[config.mk]
export PLATFORM = sky130hd
export DESIGN_NAME = udp_cmd_top
export DESIGN_NICKNAME = d
export VERILOG_FILES = /design/src/source/udp_cmd_pkg.sv /design/src/source/udp_cmd_top.sv /design/src/source/status_reply_tx.sv /design/src/source/key_debounce.sv /design/src/source/cmd_reg_file.sv /design/src/source/cmd_frame_decoder.sv /design/src/source/byte_fifo.sv
export SDC_FILE = /design/constraint.sdc
export NUM_CORES = 1
export LEC_CHECK = 0
export CORE_ASPECT_RATIO = 0.6
export CORE_MARGIN = 5
export CORE_UTILIZATION = 50
export DETAILED_ROUTE_END_ITERATION = 10
export DONT_BUFFER_PORTS = 1
export PLACE_DENSITY = 0.77
export REMOVE_ABC_BUFFERS = 1
export SLEW_MARGIN = 10
export SYNTH_ARGS = -nofsm -noshare
export SYNTH_HDL_FRONTEND = slang
export SYNTH_SLANG_ARGS = --single-unit
[constraint.sdc]
create_clock -name sys_clk -period 4.2 [get_ports sys_clk]
set_input_delay 0.42 -clock sys_clk [delete_from_list [all_inputs] [get_ports sys_clk]]
set_output_delay 0.42 -clock sys_clk [all_outputs]
set_load 0.1 [all_outputs]
[src/source/udp_cmd_pkg.sv]
`default_nettype none

package udp_cmd_pkg;

    // command registers held by the board
    localparam int NUM_REGS = 8;

    // kind byte, eight registers, good count, bad count
    localparam int REPLY_LEN = 11;

    // one payload byte with its end-of-frame marker
    typedef struct packed {
        logic [7:0] data;
        logic       last;
    } udp_beat_t;

    // single register write from the decoder
    typedef struct packed {
        logic [2:0] index;
        logic [7:0] value;
    } reg_write_t;

    // done pulses once per frame, ok is the verdict
    typedef struct packed {
        logic done;
        logic ok;
    } frame_result_t;

    // element 0 is register 0
    typedef logic [NUM_REGS-1:0][7:0] reg_bank_t;

endpackage

`default_nettype wire
[src/source/udp_cmd_top.sv]
`timescale 1ns/10ps
`default_nettype none

module udp_cmd_top #(
    parameter logic [7:0] DEV_KIND        = 8'h05,
    parameter int         RX_DEPTH        = 16,
    parameter int         DEBOUNCE_CYCLES = 50000
) (
    input  wire                    sys_clk,
    input  wire                    rst,
    input  wire                    rx_valid,
    input  udp_cmd_pkg::udp_beat_t rx_beat,
    output logic                   rx_credit,
    input  wire                    key,
    input  wire                    tx_credit,
    output logic                   tx_valid,
    output udp_cmd_pkg::udp_beat_t tx_beat,
    output udp_cmd_pkg::reg_bank_t cfg_regs
);

    logic                       fifo_not_empty;
    udp_cmd_pkg::udp_beat_t     fifo_head;
    logic                       fifo_pop;
    logic                       reg_wr_valid;
    udp_cmd_pkg::reg_write_t    reg_wr;
    udp_cmd_pkg::frame_result_t frame_res;
    udp_cmd_pkg::reg_bank_t     regs;
    logic [7:0]                 good_count;
    logic [7:0]                 bad_count;
    logic                       press;

    assign cfg_regs = regs;

    byte_fifo #(
        .DEPTH(RX_DEPTH)
    ) i_rx_fifo (
        .sys_clk   (sys_clk),
        .rst       (rst),
        .push      (rx_valid),
        .push_beat (rx_beat),
        .pop       (fifo_pop),
        .not_empty (fifo_not_empty),
        .head      (fifo_head),
        .credit    (rx_credit)
    );

    cmd_frame_decoder #(
        .DEV_KIND(DEV_KIND)
    ) i_decoder (
        .sys_clk      (sys_clk),
        .rst          (rst),
        .not_empty    (fifo_not_empty),
        .head         (fifo_head),
        .pop          (fifo_pop),
        .reg_wr_valid (reg_wr_valid),
        .reg_wr       (reg_wr),
        .frame_res    (frame_res)
    );

    cmd_reg_file i_reg_file (
        .sys_clk      (sys_clk),
        .rst          (rst),
        .reg_wr_valid (reg_wr_valid),
        .reg_wr       (reg_wr),
        .frame_res    (frame_res),
        .regs         (regs),
        .good_count   (good_count),
        .bad_count    (bad_count)
    );

    key_debounce #(
        .DEBOUNCE_CYCLES(DEBOUNCE_CYCLES)
    ) i_key (
        .sys_clk (sys_clk),
        .rst     (rst),
        .key     (key),
        .press   (press)
    );

    status_reply_tx #(
        .DEV_KIND(DEV_KIND)
    ) i_reply_tx (
        .sys_clk    (sys_clk),
        .rst        (rst),
        .press      (press),
        .regs       (regs),
        .good_count (good_count),
        .bad_count  (bad_count),
        .tx_credit  (tx_credit),
        .tx_valid   (tx_valid),
        .tx_beat    (tx_beat)
    );

endmodule

`default_nettype wire

[src/source/status_reply_tx.sv]
`timescale 1ns/10ps
`default_nettype none

module status_reply_tx #(
    parameter logic [7:0] DEV_KIND = 8'h05
) (
    input  wire                    sys_clk,
    input  wire                    rst,
    input  wire                    press,
    input  udp_cmd_pkg::reg_bank_t regs,
    input  wire [7:0]              good_count,
    input  wire [7:0]              bad_count,
    input  wire                    tx_credit,
    output logic                   tx_valid,
    output udp_cmd_pkg::udp_beat_t tx_beat
);

    localparam int CREDIT_W = 16;
    localparam int IW       = $clog2(udp_cmd_pkg::REPLY_LEN);

    udp_cmd_pkg::reg_bank_t snap_regs;
    logic [7:0]             snap_good;
    logic [7:0]             snap_bad;

    logic                busy;
    logic [IW-1:0]       byte_idx;
    logic [IW-1:0]       reg_off;
    logic [CREDIT_W-1:0] credits;

    assign tx_valid = busy && (credits != '0);
    assign reg_off  = byte_idx - IW'(1);

    // reply byte order: kind, registers 0 to 7, good, bad
    always_comb begin
        tx_beat.last = (byte_idx == IW'(udp_cmd_pkg::REPLY_LEN - 1));
        if (byte_idx == '0) begin
            tx_beat.data = DEV_KIND;
        end else if (byte_idx <= IW'(udp_cmd_pkg::NUM_REGS)) begin
            tx_beat.data = snap_regs[reg_off[2:0]];
        end else if (byte_idx == IW'(udp_cmd_pkg::NUM_REGS + 1)) begin
            tx_beat.data = snap_good;
        end else begin
            tx_beat.data = snap_bad;
        end
    end

    // snapshot is frozen for the whole reply
    always_ff @(posedge sys_clk) begin
        if (press && !busy) begin
            snap_regs <= regs;
            snap_good <= good_count;
            snap_bad  <= bad_count;
        end
    end

    always_ff @(posedge sys_clk or posedge rst) begin
        if (rst) begin
            busy     <= 1'b0;
            byte_idx <= '0;
            credits  <= '0;
        end else begin
            credits <= credits + CREDIT_W'(tx_credit) - CREDIT_W'(tx_valid);
            if (!busy) begin
                // presses during a reply are dropped
                busy     <= press;
                byte_idx <= '0;
            end else if (tx_valid) begin
                if (tx_beat.last) begin
                    busy <= 1'b0;
                end
                byte_idx <= byte_idx + 1'b1;
            end
        end
    end

endmodule

`default_nettype wire

[src/source/key_debounce.sv]
`timescale 1ns/10ps
`default_nettype none

module key_debounce #(
    parameter int DEBOUNCE_CYCLES = 50000
) (
    input  wire  sys_clk,
    input  wire  rst,
    input  wire  key,
    output logic press
);

    localparam int CW = $clog2(DEBOUNCE_CYCLES + 1);

    logic [1:0]    sync_q;
    logic [CW-1:0] stable_cnt;
    logic          level;

    always_ff @(posedge sys_clk or posedge rst) begin
        if (rst) begin
            sync_q     <= 2'b00;
            stable_cnt <= '0;
            level      <= 1'b0;
            press      <= 1'b0;
        end else begin
            sync_q <= {sync_q[0], key};
            press  <= 1'b0;
            if (sync_q[1] == level) begin
                // any bounce back restarts the wait
                stable_cnt <= '0;
            end else if (stable_cnt == CW'(DEBOUNCE_CYCLES - 1)) begin
                stable_cnt <= '0;
                level      <= sync_q[1];
                press      <= sync_q[1];
            end else begin
                stable_cnt <= stable_cnt + 1'b1;
            end
        end
    end

endmodule

`default_nettype wire

[src/source/cmd_reg_file.sv]
`timescale 1ns/10ps
`default_nettype none

module cmd_reg_file (
    input  wire                        sys_clk,
    input  wire                        rst,
    input  wire                        reg_wr_valid,
    input  udp_cmd_pkg::reg_write_t    reg_wr,
    input  udp_cmd_pkg::frame_result_t frame_res,
    output udp_cmd_pkg::reg_bank_t     regs,
    output logic [7:0]                 good_count,
    output logic [7:0]                 bad_count
);

    // register map
    // 0 device kind, 1 filter, 2 and 3 mixer, 4 to 7 spare
    always_ff @(posedge sys_clk or posedge rst) begin
        if (rst) begin
            regs <= '0;
        end else if (reg_wr_valid) begin
            regs[reg_wr.index] <= reg_wr.value;
        end
    end

    // frame statistics, both wrap at 8 bits
    always_ff @(posedge sys_clk or posedge rst) begin
        if (rst) begin
            good_count <= 8'd0;
            bad_count  <= 8'd0;
        end else if (frame_res.done) begin
            if (frame_res.ok) begin
                good_count <= good_count + 8'd1;
            end else begin
                bad_count <= bad_count + 8'd1;
            end
        end
    end

endmodule

`default_nettype wire

[src/source/cmd_frame_decoder.sv]
`timescale 1ns/10ps
`default_nettype none

module cmd_frame_decoder #(
    parameter logic [7:0] DEV_KIND = 8'h05
) (
    input  wire                        sys_clk,
    input  wire                        rst,
    input  wire                        not_empty,
    input  udp_cmd_pkg::udp_beat_t     head,
    output logic                       pop,
    output logic                       reg_wr_valid,
    output udp_cmd_pkg::reg_write_t    reg_wr,
    output udp_cmd_pkg::frame_result_t frame_res
);

    typedef enum logic [1:0] {
        ST_HEADER,
        ST_INDEX,
        ST_VALUE,
        ST_DISCARD
    } state_t;

    state_t     state;
    logic [2:0] idx_q;
    logic       idx_ok;

    // one byte per cycle whenever something is waiting
    assign pop = not_empty;

    // only eight registers, upper index bits must be clear
    assign idx_ok = (head.data[7:3] == 5'd0);

    always_ff @(posedge sys_clk or posedge rst) begin
        if (rst) begin
            state        <= ST_HEADER;
            idx_q        <= '0;
            reg_wr_valid <= 1'b0;
            reg_wr       <= '0;
            frame_res    <= '0;
        end else begin
            reg_wr_valid   <= 1'b0;
            frame_res.done <= 1'b0;
            if (not_empty) begin
                // a completed pair is written right away
                if (state == ST_VALUE) begin
                    reg_wr_valid <= 1'b1;
                    reg_wr.index <= idx_q;
                    reg_wr.value <= head.data;
                end
                if (head.last) begin
                    // good only when last falls on a value byte
                    frame_res.done <= 1'b1;
                    frame_res.ok   <= (state == ST_VALUE);
                    state          <= ST_HEADER;
                end else begin
                    case (state)
                        ST_HEADER: begin
                            state <= (head.data == DEV_KIND) ? ST_INDEX : ST_DISCARD;
                        end
                        ST_INDEX: begin
                            idx_q <= head.data[2:0];
                            state <= idx_ok ? ST_VALUE : ST_DISCARD;
                        end
                        ST_VALUE: begin
                            state <= ST_INDEX;
                        end
                        default: begin
                            state <= ST_DISCARD;
                        end
                    endcase
                end
            end
        end
    end

endmodule

`default_nettype wire

[src/source/byte_fifo.sv]
`timescale 1ns/10ps
`default_nettype none

module byte_fifo #(
    parameter int DEPTH = 16
) (
    input  wire                   sys_clk,
    input  wire                   rst,
    input  wire                   push,
    input  udp_cmd_pkg::udp_beat_t push_beat,
    input  wire                   pop,
    output logic                  not_empty,
    output udp_cmd_pkg::udp_beat_t head,
    output logic                  credit
);

    localparam int AW = (DEPTH > 1) ? $clog2(DEPTH) : 1;
    localparam int CW = $clog2(DEPTH + 1);

    udp_cmd_pkg::udp_beat_t mem [DEPTH];

    logic [AW-1:0] wr_ptr;
    logic [AW-1:0] rd_ptr;
    logic [CW-1:0] count;

    assign not_empty = (count != '0);
    assign head      = mem[rd_ptr];

    always_ff @(posedge sys_clk) begin
        if (push) begin
            mem[wr_ptr] <= push_beat;
        end
    end

    always_ff @(posedge sys_clk or posedge rst) begin
        if (rst) begin
            wr_ptr <= '0;
            rd_ptr <= '0;
            count  <= '0;
            credit <= 1'b0;
        end else begin
            if (push) begin
                wr_ptr <= (wr_ptr == AW'(DEPTH - 1)) ? '0 : wr_ptr + 1'b1;
            end
            if (pop) begin
                rd_ptr <= (rd_ptr == AW'(DEPTH - 1)) ? '0 : rd_ptr + 1'b1;
            end
            // sender credits keep push from ever hitting a full buffer
            count  <= count + CW'(push) - CW'(pop);
            // one credit back per freed byte
            credit <= pop;
        end
    end

endmodule

`default_nettype wire

Yosys cells after proc, flatten, opt, wreduce, memory -nomap -nowiden
Memory sizes are Yosys's and may differ from the RTL's.
Index checks and enable logic that the tools add are counted.
- bitwise operators: 3
- reduce and logical (&&, ||, !) cells: 15
- multiplexer cells: 29
- equal/unequal tests: 10
- magnitude comparators: 4
- $mul: 0
- shift operators: 0
- div/mod/pow operators: 0
- add/sub/neg operators: 11
- operators with widths (kind ; count):
    $bwmux W64 ; 1
    $mux W8 ; 5
    $mux W16 ; 2
    $bmux W8 S3 ; 1
    $demux W8 S3 ; 1
    $add A16 B1 Y16 ; 1
    $add A16 B1 Y16 const B ; 1
    $add A8 B1 Y8 const B ; 2
    $eq A16 B16 Y1 const B ; 1
    $eq A4 B4 Y1 const B ; 4
    $mux W4 ; 4
    $reduce_bool A16 Y1 ; 1
    $sub A16 B1 Y16 ; 1
    $add A4 B1 Y4 const B ; 3
    $mux W1 ; 10
    $reduce_and A2 Y1 ; 5
    $eq A8 B3 Y1 const B ; 1
    $lt A3 B4 Y1 const B ; 2
    $mux W2 ; 4
    $pmux W2 S3 ; 1
    $add A5 B1 Y5 ; 1
    $logic_not A5 Y1 ; 1
    $reduce_bool A5 Y1 ; 1
    $sub A5 B1 Y5 ; 1
    other kinds (13) ; 17
- latch bits: 0
- input bits: 14
- memories: 1
- bits in read-only memories: 0
- output and inout port bits: 75
- logic and storage cells: 111
- bits in writable memories: 144
- register bits: 234
- memories (name ; depth ; bits a word ; rd ports ; clocked after memory_dff ; write ports ; RTL line ; source):
    i_rx_fifo.mem ; 16 ; 9 ; 1 ; 0 ; 1 ; byte_fifo.sv:20 ; udp_cmd_pkg::udp_beat_t mem [DEPTH];

Depth between registers and ports, before layout
Gate-level depths: netlist of run 1.
- depth after elaboration: 5
- mapped depth: 15
- depth with buffers taken out: 15

Modules after synthesis
Synthesis of run 1 repeated with hierarchy kept, for this count alone.
- cell total of the unflattened synthesis: 989
- area, all modules: 16051.6 sq um
- by module, submodules not included (module ; sequential area each (sq um) ; times used ; cells each ; area each (sq um)):
    byte_fifo ; 4674.5 ; 1 ; 313 ; 6261.0
    status_reply_tx ; 2927.8 ; 1 ; 331 ; 4864.7
    cmd_reg_file ; 2001.9 ; 1 ; 199 ; 3155.5
    key_debounce ; 500.5 ; 1 ; 92 ; 972.2
    cmd_frame_decoder ; 475.5 ; 1 ; 54 ; 798.3

Worst setup path after synthesis of run 1
OpenSTA, ideal clock, no wires.
- path kind: register -> register
- from: reg i_reply_tx.busy
- to: reg i_reply_tx.snap_bad[0], enable pin
- library setup time: 0.529 ns
- path buffers: 0
- data arrival time: 3.970 ns
- cell stages (with the launch flop): 2
- setup slack: -0.299 ns
- cell sequence: dfrtp_1 -> nor2b_1
- word-level cells in the longest chain between the ends: 2
- RTL lines (element ; RTL line ; source):
    start, declared ; status_reply_tx.sv:25 ; logic busy;
    start signal, assigned ; status_reply_tx.sv:65 ; busy <= press;
    $logic_not A1 Y1 ; status_reply_tx.sv:49 ; if (press && !busy) begin
    $logic_and A1 B1 Y1 ; status_reply_tx.sv:49 ;
    end signal, assigned ; status_reply_tx.sv:52 ; snap_bad <= bad_count;
    end, declared ; status_reply_tx.sv:23 ; logic [7:0] snap_bad;
Every way passes these cells.
A chain may end at the register's enable or synchronous reset.

==> metrics.csv, run 1 <==
metric,value,unit
status,"complete, no violations",
rsz0062_at_grt,no,
r2r-start,i_reply_tx.credits[10],
io_buffers,0,
drive_above_1_share,0.202,
grt_pass1_wl,54.4,mm
clk_pin_slew,60,ps
hold_path.class,in2reg,
routedWlPerCell,23.0,µm
h-tree-depth,2,
setup_viol_count_final,0,
reg2regPathDepth,16,
yosys_warnings,0,
grt_pass1_vias,8894,
die_w,242,µm
cts_tree,done,
tns,0,ps
grt_busiest_layer,met1,
crit_path_end_kind,output port,
synth_xor_area_frac,0.0278,
synth_edf_count,224,
synthMuxAreaShare,0.147,
start_util,0.511,
pre_cts_ws,776,ps
ys_ff_latch,378,
vias,8787,
yosys.area.top_type,edfxtp_1,
fin_crit_sh,0.844,
critPathMaxStageDelay,930,ps
synth_top_area_share,0.418,
start_kind,flop,
synthArstFlopShare,0.407,
syn_inst,1014,
grtUsageMet3,0.0489,
remaining_drc_errors,0,
wl,34.5,mm
fin_ws,655,ps
core,31500,µm²
slowest_stage,ha_1,
slew_violations,0,
clock.fmax,282,MHz
synth-simple-area-share,0.0723,
drt_pass1_iterations,5,
hold_start,tx_credit,
dp_cells,1418,
synthTopCellsByCount,"224 x edfxtp_1, 154 x dfrtp_1, 82 x mux2_2",
hpwlAfterDp,23.5,mm
synth_ff_type,edfxtp_1,
yosysUniqueCellTypes,66,
min_path_cells,1,
relSlewSlack,0.243,
cap_violations,0,
ios,89,
clock_sink_count,378,
min_period,3540,ps
startpoint,i_reply_tx.byte_idx[1],
arrival,3120,ps
synth.most_common_cell,edfxtp_1,
drtAntennaViolNets,0,
p_leak,6.91,nW
grt_util_all_layers,0.194,
synth.area.top_cells,"edfxtp_1 42%, dfrtp_1 24%, mux2_2 5.7%",
stdcell_count,1496,
cts-root-buf,clkbuf_16,
fin_skew,20.5,ps
row_count,50,
cts_buffers,36,
final_hold_viol_count,0,
fp.dieH,149,µm
cts_buffer_depth,3,
synth_area,16100,µm²
final_nets,1109,
yosys.area_share.adder,0.0344,
overflow,0,
post_cts_resized,0,
cp_cell_sequence,"inv_1, ha_1, mux4_2, a22oi_1, o22a_1, o21ai_2, buf_4",
antenna_found_initial,0,
vias_per_cell,5.87,
crit_type,reg2out,
syn2layout_area_growth,11.5,%
p_per_area,791,nW/µm²
crit_fanout,17,
grt_max_degree,99,
synth_top_family_by_area,multiplexers,
gp_congestion,0.853,
die_area,36000,µm²
drt_iter0_drc,864,
worst_pin_slew,1130,ps
fill_cells,2375,
clk_latency,540,ps
avgSynthCellArea,15.9,µm²
diodes,0,
use_met1,0.297,
crit_required,3780,ps
ys_seq_area_frac,0.657,
post_cts_buffers,0,
synth_compound_area_frac,0.0399,
peakVddDrop,0.533,mV
use_met2,0.286,
==> placed cells by master (no fill, tap or decap), types with 6 or more instances in the layout <==
cell | netlist | routed
xnor2_1 | 30 | 30
dfrtp_1 | 154 | 153
mux4_1 | 15 | 15
nand3_1 | 13 | 13
mux2i_1 | 20 | 20
mux2_2 | 82 | 82
o22a_1 | 7 | 7
nor2b_1 | 14 | 12
dlygate4sd3_1 | 0 | 12
nor3_1 | 11 | 11
and2_1 | 25 | 25
inv_1 | 39 | 38
xor2_1 | 21 | 21
clkbuf_16 | 0 | 37
o21ai_0 | 14 | 8
a22oi_1 | 8 | 8
nand2b_1 | 10 | 10
clkbuf_1 | 13 | 11
edfxtp_1 | 224 | 224
mux4_2 | 38 | 38
clkinv_2 | 0 | 7
nand2_1 | 37 | 37
o21ai_2 | 0 | 6
nand4_1 | 7 | 7
buf_4 | 3 | 18
ha_1 | 41 | 41
a21oi_1 | 20 | 18
o22ai_1 | 11 | 11
nor2_1 | 64 | 64
and3_1 | 8 | 8
==> worst max-delay path, delay by kind of cell, from the launching register on <==
kind	cells	cell delay (ps)
AO/OA/AOI/OAI	3	440
buffers and inverters	2	330
flip-flops	1	390
multiplexers	1	490
adder cells (fa/ha/maj)	1	930
==> per-stage QoR <==
stage                      util  power [mW]  hold slack, ps  cell area (µm²)
after floorplan               -        9.95             331            15900
after global placement    0.529        10.9             337            16700
after detailed placement  0.529        11.0             346            16700
after CTS                 0.570        14.3            4.79            17900
after global routing      0.570        14.9            14.7            17900
final                     0.570        14.2            32.7            17900
==> power breakdown <==
group,switching (mW),total [mW],internal (mW)
Combinational,1.69,3.34,1.65
Sequential,2.91,7.63,4.72
Clock,1.41,3.23,1.83
==> worst paths after layout <==
check / end / slack [ps]
worst max-delay path: tx_beat[2] / 660
worst min-delay path: i_reply_tx.credits[0] / 30
worst max register to register: i_reply_tx.credits[14] / 770
worst min register to register: i_key.sync_q[1] / 350
max in group asynchronous: i_reg_file.regs[45] / 2620
min in group asynchronous: i_reply_tx.credits[3] / 550
==> sequential cells by signal, summed over array words and instances, names as in the netlist, 3 cells and up <==
name and count:
i_rx_fifo.count 5, i_reg_file.good_count 8, i_reg_file.bad_count 8, i_decoder.reg_wr 11, i_reply_tx.byte_idx 4, i_reply_tx.snap_bad 8
i_reply_tx.snap_regs 64, i_decoder.idx_q 3, i_key.stable_cnt 16, i_reply_tx.snap_good 8, i_rx_fifo.rd_ptr 4, i_rx_fifo.mem 144
i_reply_tx.credits 16, i_rx_fifo.wr_ptr 4, i_reg_file.regs 64
==> area by class of cell <==
type | count | area (µm²) | area share
multi-input cells | 563 | 5220 | 0.291
well taps | 416 | 520 | 0.0290
inverters | 41 | 164 | 0.00913
flip-flops and latches | 378 | 10600 | 0.590
repair buffers | 32 | 295 | 0.0165
clock buffers | 51 | 1010 | 0.0562
clock inverters | 15 | 155 | 0.00865
==> routing by layer <==
metal / share of wire / vias to the layer above
met3: 0.082 / 40
met1: 0.46 / 4517
met2: 0.45 / 307
met4: 0.014 / 0
li1: - / 3923
met5: 0 / -
==> cells by family after synthesis <==
family / Yosys count
fa+ha+maj: 43
flops: 378
mux: 155
xor+xnor: 51
simple gates: 221
compound gates: 93
buf+inv: 73
==> repair_timing <==
action	in CTS	in global routing
endpoints found under the setup margin	0	0
endpoints found under the hold margin	210	0
hold buffers	12	0
Note: power is estimated with default switching activity, not from simulation.
==> run 2, diff against run 1 <==
Settings changed: ABC_AREA from default to 1, PLACE_DENSITY 0.77 to 0.74.
Clock period 4.2 ns to 3.5 ns, I/O delays scaled along.
==> run 2 against run 1 <==
Net effect:
- register-to-register slack worse by 460 ps
- sequential power is 8.8% higher
- setup slack worse by 410 ps
- clock skew is 9.7 ps higher
- clock-buffer cell count stayed put
- utilization is 0.14 points higher
- first-iteration DRC count is 45% higher
- global-route usage is 1.4 points higher
==> metrics.csv, run 2 <==
metric,value,unit
p_total,16.7,mW
cts_tree,done,
cp_cell_sequence,"inv_1, ha_2, o32ai_1, o211ai_1, a21oi_2, buf_12",
slowest_stage,o32ai_1,
row_count,50,
gp_congestion,0.871,
switchingPower,7.47,mW
rsz0062_at_grt,no,
tns,0,ps
p_comb_frac,0.270,
crit_type,reg2out,
clk_latency,550,ps
h-tree-depth,2,
ys_ff_latch,378,
final_nets,1561,
drive_above_1_share,0.0640,
syn_inst,1476,
antenna_found_initial,1,
arrival,2910,ps
crit_path_end_kind,output port,
grt_pass1_wl,58.5,mm
relSlewSlack,0.233,
yosys_warnings,0,
fin_crit_sh,0.930,
top_register,i_rx_fifo.mem,
peakVddDrop,0.481,mV
synth.most_common_cell,nand2_1,
vias_per_cell,5.53,
hold_path.class,in2reg,
ys_seq_area_frac,0.662,
fin_skew,30.2,ps
reg2regPathDepth,17,
cts_buffers,36,
clock_sink_count,378,
final_common_cell,nand2_1,
grt_max_degree,88,
power.internal,9.21,mW
start_util,0.510,
wl,37.2,mm
clock.fmax,307,MHz
final_cell_mix,"268 x nand2_1, 224 x nor2_1, 224 x edfxtp_1",
drt_iter0_drc,1257,
clk_pin_slew,70,ps
holdPathEnd,i_rx_fifo.wr_ptr[2],
whs,141,ps
r2r_setup_slack,310,ps
status,"complete, no violations",
critPathMaxStageDelay,800,ps
die_area,35800,µm²
fp.dieH,149,µm
die_w,241,µm
min_period,3260,ps
p_leak,7.31,nW
synthArstFlopShare,0.407,
synth.area.top_cells,"edfxtp_1 42%, dfrtp_1 24%, nand2_1 6.3%",
p_sw_frac,0.448,
remaining_drc_errors,0,
synth_area,16000,µm²
vias,10800,
core,31300,µm²
post_cts_buffers,0,
clkPwrFrac,0.233,
hpwlAfterDp,24.6,mm
overflow,0,
cts_buffer_depth,3,
drtAntennaViolNets,0,
diodes,0,
worst_pin_slew,1140,ps
fill_cells,2469,
start_kind,flop,
io_buffers,0,
routedWlPerCell,19.1,µm
r2r-start,i_reply_tx.credits[4],
top_regs,"i_rx_fifo.mem: 144 flops, i_reg_file.regs: 64 flops, i_reply_tx.snap_regs: 64 flops",
largest_register_ffs,144,
reg2reg_to,i_reply_tx.credits[10],
avgSynthCellArea,10.8,µm²
grt_util_all_layers,0.209,
yosys.area.top_type,edfxtp_1,
crit_required,3150,ps
grt_pass1_vias,10200,
syn2layout_area_growth,12.1,%
slew_violations,0,
cts-root-buf,clkbuf_16,
drt_pass1_iterations,5,
hold_start,rx_valid,
setup_viol_count_final,0,
seq_power_share,0.498,
synth_edf_count,224,
p_per_area,931,nW/µm²
synth_top_area_share,0.421,
cap_violations,0,
synthTopCellsByCount,"268 x nand2_1, 224 x edfxtp_1, 224 x nor2_1",
final_hold_viol_count,0,
yosysUniqueCellTypes,38,
synth_ff_type,edfxtp_1,
crit_fanout,17,
ios,89,
min_path_cells,2,
==> run 2: layout make-up <==
cell class	count	area, µm²	share of cell area
Multi-Input combinational cell	924	4720	0.263
Clock buffer	51	1020	0.0568
Clock inverter	15	160	0.00894
Inverter	127	483	0.0270
Tap cell	416	520	0.0291
Sequential cell	378	10600	0.591
Timing Repair Buffer	37	435	0.0243
==> run 2: cells by family after synthesis <==
logic type	count (synthesis)	synth area share
simple gates	574	0.144
flops	378	0.662
compound gates	261	0.0889
buf+inv	174	0.0450
fa+ha+maj	43	0.0346
xor+xnor	38	0.0208
mux	8	0.00501
==> run 2: what timing repair did <==
action	CTS	global route
resized for setup	0	1
hold buffers	13	0
hold endpoints to repair	216	0
endpoints found under the setup margin	0	3
==> run 2: metal layers <==
metal / up-vias / wire [µm] / global-route usage
li1: 5045 / - / -
met5: - / 0 / 0
met2: 427 / 15700 / 0.293
met3: 54 / 4070 / 0.0658
met1: 5241 / 16600 / 0.316
met4: 0 / 814 / 0.0541
==> run 2: worst max path at each step <==
| stage | from | end | slack (ps) | cells past startpoint |
|---|---|---|---|---|
| after floorplan | rst | i_decoder.frame_res[0] | -1000 | 1 |
| after global placement | i_reply_tx.credits[2] | i_reply_tx.credits[10] | 470 | 17 |
| after detailed placement | i_reply_tx.credits[3] | i_reply_tx.credits[10] | 400 | 17 |
| after CTS | i_reply_tx.byte_idx[1] | tx_beat[6] | 220 | 8 |
| after global routing | i_reply_tx.credits[3] | i_reply_tx.credits[10] | 90 | 17 |
| final | i_reply_tx.byte_idx[1] | tx_beat[7] | 240 | 6 |
==> run 2: stage by stage <==
step | utilization | instances | instance area (µm²) | worst slack, ps
after floorplan | - | 1429 | 15700 | -1000
after global placement | 0.530 | 1869 | 16600 | 475
after detailed placement | 0.530 | 1869 | 16600 | 402
after CTS | 0.572 | 1948 | 17900 | 223
after global routing | 0.572 | 1948 | 17900 | 87.5
final | 0.572 | 1948 | 17900 | 244
==> run 2: critical path: cells and delay by family, from the launching register on <==
family	cells	cell delay [ps]
AO/OA/AOI/OAI	3	1190
adder cells (fa/ha/maj)	1	420
buffers and inverters	2	320
flip-flops	1	400
==> run 2: power groups by stage <==
| stage | sequential, mW | clock (mW) | combinational, mW |
|---|---|---|---|
| final | 8.30 | 3.88 | 4.50 |
| after global placement | 8.36 | 0 | 4.21 |
| after floorplan | 8.24 | 0 | 3.05 |
| after CTS | 8.31 | 3.92 | 4.46 |
| after global routing | 8.39 | 4.13 | 5.10 |
| after detailed placement | 8.39 | 0 | 4.38 |
==> run 3, diff against run 2 <==
--- a/config.mk
+++ b/config.mk
@@ -14,4 +14,5 @@
 export PLACE_DENSITY = 0.74
 export REMOVE_ABC_BUFFERS = 1
+export SKIP_LAST_GASP = 1
 export SLEW_MARGIN = 10
 export SYNTH_ARGS = -nofsm -noshare
==> constraint.sdc (replaced) <==
create_clock -name sys_clk -period 3.5 [get_ports sys_clk]
set_input_delay 0.525 -clock sys_clk [delete_from_list [all_inputs] [get_ports sys_clk]]
set_output_delay 0.525 -clock sys_clk [all_outputs]
set_load 0.1 [all_outputs]
==> run 3 against run 2 <==
Net effect:
- utilization decreased by 0.70 points
- via count fell by 1.5%
- first-iteration DRC count increased by 4.9%
- worst hold slack worse by 110 ps
- sequential power hardly changed
- sequential share of layout area rose by 0.73 points
- routed wire length decreased by 1.3%
- setup slack worse by 61 ps
- die area unchanged
- clock power down 5%
- design area fell by 1.2%
- highest routed layer unchanged
==> metrics.csv, run 3 (same netlist as run 2, synthesis figures left out) <==
metric,value,unit
die_area,35800,µm²
cts_buffers,34,
drtAntennaViolNets,0,
io_buffers,0,
slowest_stage,o32ai_1,
crit_path_end_kind,output port,
cts_buffer_depth,3,
r2r_setup_slack,390,ps
clkPwrFrac,0.226,
grt_pass1_wl,57.8,mm
crit_required,2970,ps
dp_cells,1872,
p_leak,7.22,nW
status,"complete, no violations",
stdcell_count,1935,
whs,27.7,ps
reg2reg_to,i_reply_tx.credits[10],
wl,36.7,mm
syn2layout_area_growth,10.7,%
cts-root-buf,clkbuf_16,
top_register,i_rx_fifo.mem,
crit_type,reg2out,
core,31300,µm²
dr.max_layer_used,met4,
row_count,50,
hpwlAfterDp,24.4,mm
crit_family,compound AO/OA/AOI/OAI gates,
r2r-start,i_reply_tx.credits[3],
rsz0062_at_grt,no,
clk_pin_slew,70,ps
cap_violations,0,
die_w,241,µm
grt_max_degree,109,
peakVddDrop,0.533,mV
setup_viol_count_final,0,
relSlewSlack,0.265,
vias_per_cell,5.48,
grt_pass1_vias,10000,
gp_congestion,0.871,
crit_cells,6,
clock.fmax,302,MHz
cp_cell_sequence,"inv_1, ha_2, o32ai_1, o211ai_1, a21oi_2, buf_12",
worst_pin_slew,1100,ps
final_hold_viol_count,0,
finish.utilization,0.565,
cts_tree,done,
reg2regPathDepth,17,
wl_met1,16.8,mm
slew_violations,0,
power.internal,9.07,mW
clock_sink_count,378,
p_per_area,926,nW/µm²
critPathMaxStageDelay,700,ps
p_comb_frac,0.267,
fp.dieH,149,µm
hold_path.class,in2reg,
drive_above_1_share,0.0665,
routedWlPerCell,19.0,µm
p_sw_frac,0.446,
final_cell_mix,"268 x nand2_1, 224 x nor2_1, 224 x edfxtp_1",
ctsHoldBuffers,0,
fin_skew,26.7,ps
clk_latency,550,ps
crit_path_end,tx_beat[8],
crit_fanout,16,
vias,10600,
dr_wl_met2,15.6,mm
startpoint,i_reply_tx.byte_idx[1],
switchingPower,7.31,mW
arrival,2790,ps
seq_power_share,0.507,
min_period,3320,ps
wl_met3,3.63,mm
largest_register_ffs,144,
start_util,0.510,
final_common_cell,nand2_1,
h-tree-depth,2,
overflow,0,
grt_util_all_layers,0.206,
start_kind,flop,
crit_buf_inv,2,
final_nets,1549,
remaining_drc_errors,0,
antenna_found_initial,2,
drt_pass1_iterations,8,
ios,89,
drt_iter0_drc,1319,
top_regs,"i_rx_fifo.mem: 144 flops, i_reg_file.regs: 64 flops, i_reply_tx.snap_regs: 64 flops",
fin_crit_sh,0.948,
run 3: cell types whose count changed in the layout (fill, tap and decap cells not counted), moves of 2 or more:
cell and change:
dlygate4sd3_1 -13, buf_4 +5, clkbuf_16 -3, clkinv_2 +3, buf_12 -2, clkbuf_1 -2
clkinv_1 -2, inv_6 +2
run 3: per-stage QoR:
step	TNS (ps)	setup slack, ps	area (µm²)	total power [mW]
6_report	0	184	17700	16.4
5_1_grt	0	10.4	17700	17.4
4_1_cts	0	113	17700	16.4
3_5_place_dp	0	450	16600	12.7
3_3_place_gp	0	478	16600	12.6
2_1_floorplan	-187370	-1170	15700	11.3
run 3: area by class of cell:
| cell class | count | area, µm² |
|---|---|---|
| Antenna cell | 1 | 2.50 |
| Clock buffer | 46 | 936 |
| Clock inverter | 16 | 153 |
| Fill cell | 2540 | 13600 |
| Inverter | 127 | 483 |
| Multi-Input combinational cell | 924 | 4720 |
| Sequential cell | 378 | 10600 |
| Tap cell | 416 | 520 |
| Timing Repair Buffer | 27 | 303 |
run 3: worst min-delay path by stage:
| stage | startpoint | end | slack [ps] | cells past startpoint |
|---|---|---|---|---|
| after floorplan | i_key.sync_q[0] | i_key.sync_q[1] | 330 | 0 |
| after global placement | i_key.sync_q[0] | i_key.sync_q[1] | 410 | 0 |
| after detailed placement | i_key.sync_q[0] | i_key.sync_q[1] | 410 | 0 |
| after CTS | key | i_key.sync_q[0] | 2 | 0 |
| after global routing | key | i_key.sync_q[0] | 7 | 0 |
| final | key | i_key.sync_q[0] | 30 | 0 |
run 3: repair_timing:
| action | CTS | global route |
|---|---|---|
| setup endpoints to repair | 0 | 7 |
| setup buffers | 0 | 0 |
| resized for setup | 0 | 1 |
run 3: power by group through the flow:
stage | sequential [mW] | combinational, mW | clock [mW]
final | 8.31 | 4.37 | 3.70
after global routing | 8.40 | 5.00 | 3.96
after CTS | 8.31 | 4.35 | 3.77
after detailed placement | 8.40 | 4.33 | 0
after global placement | 8.36 | 4.20 | 0
after floorplan | 8.24 | 3.05 | 0
run 3: metal layers:
| metal | vias to the layer above | GRT usage |
|---|---|---|
| met5 | - | 0 |
| met4 | 0 | 0.0476 |
| met3 | 62 | 0.0558 |
| met2 | 438 | 0.288 |
| met1 | 5085 | 0.321 |
| li1 | 5022 | - |
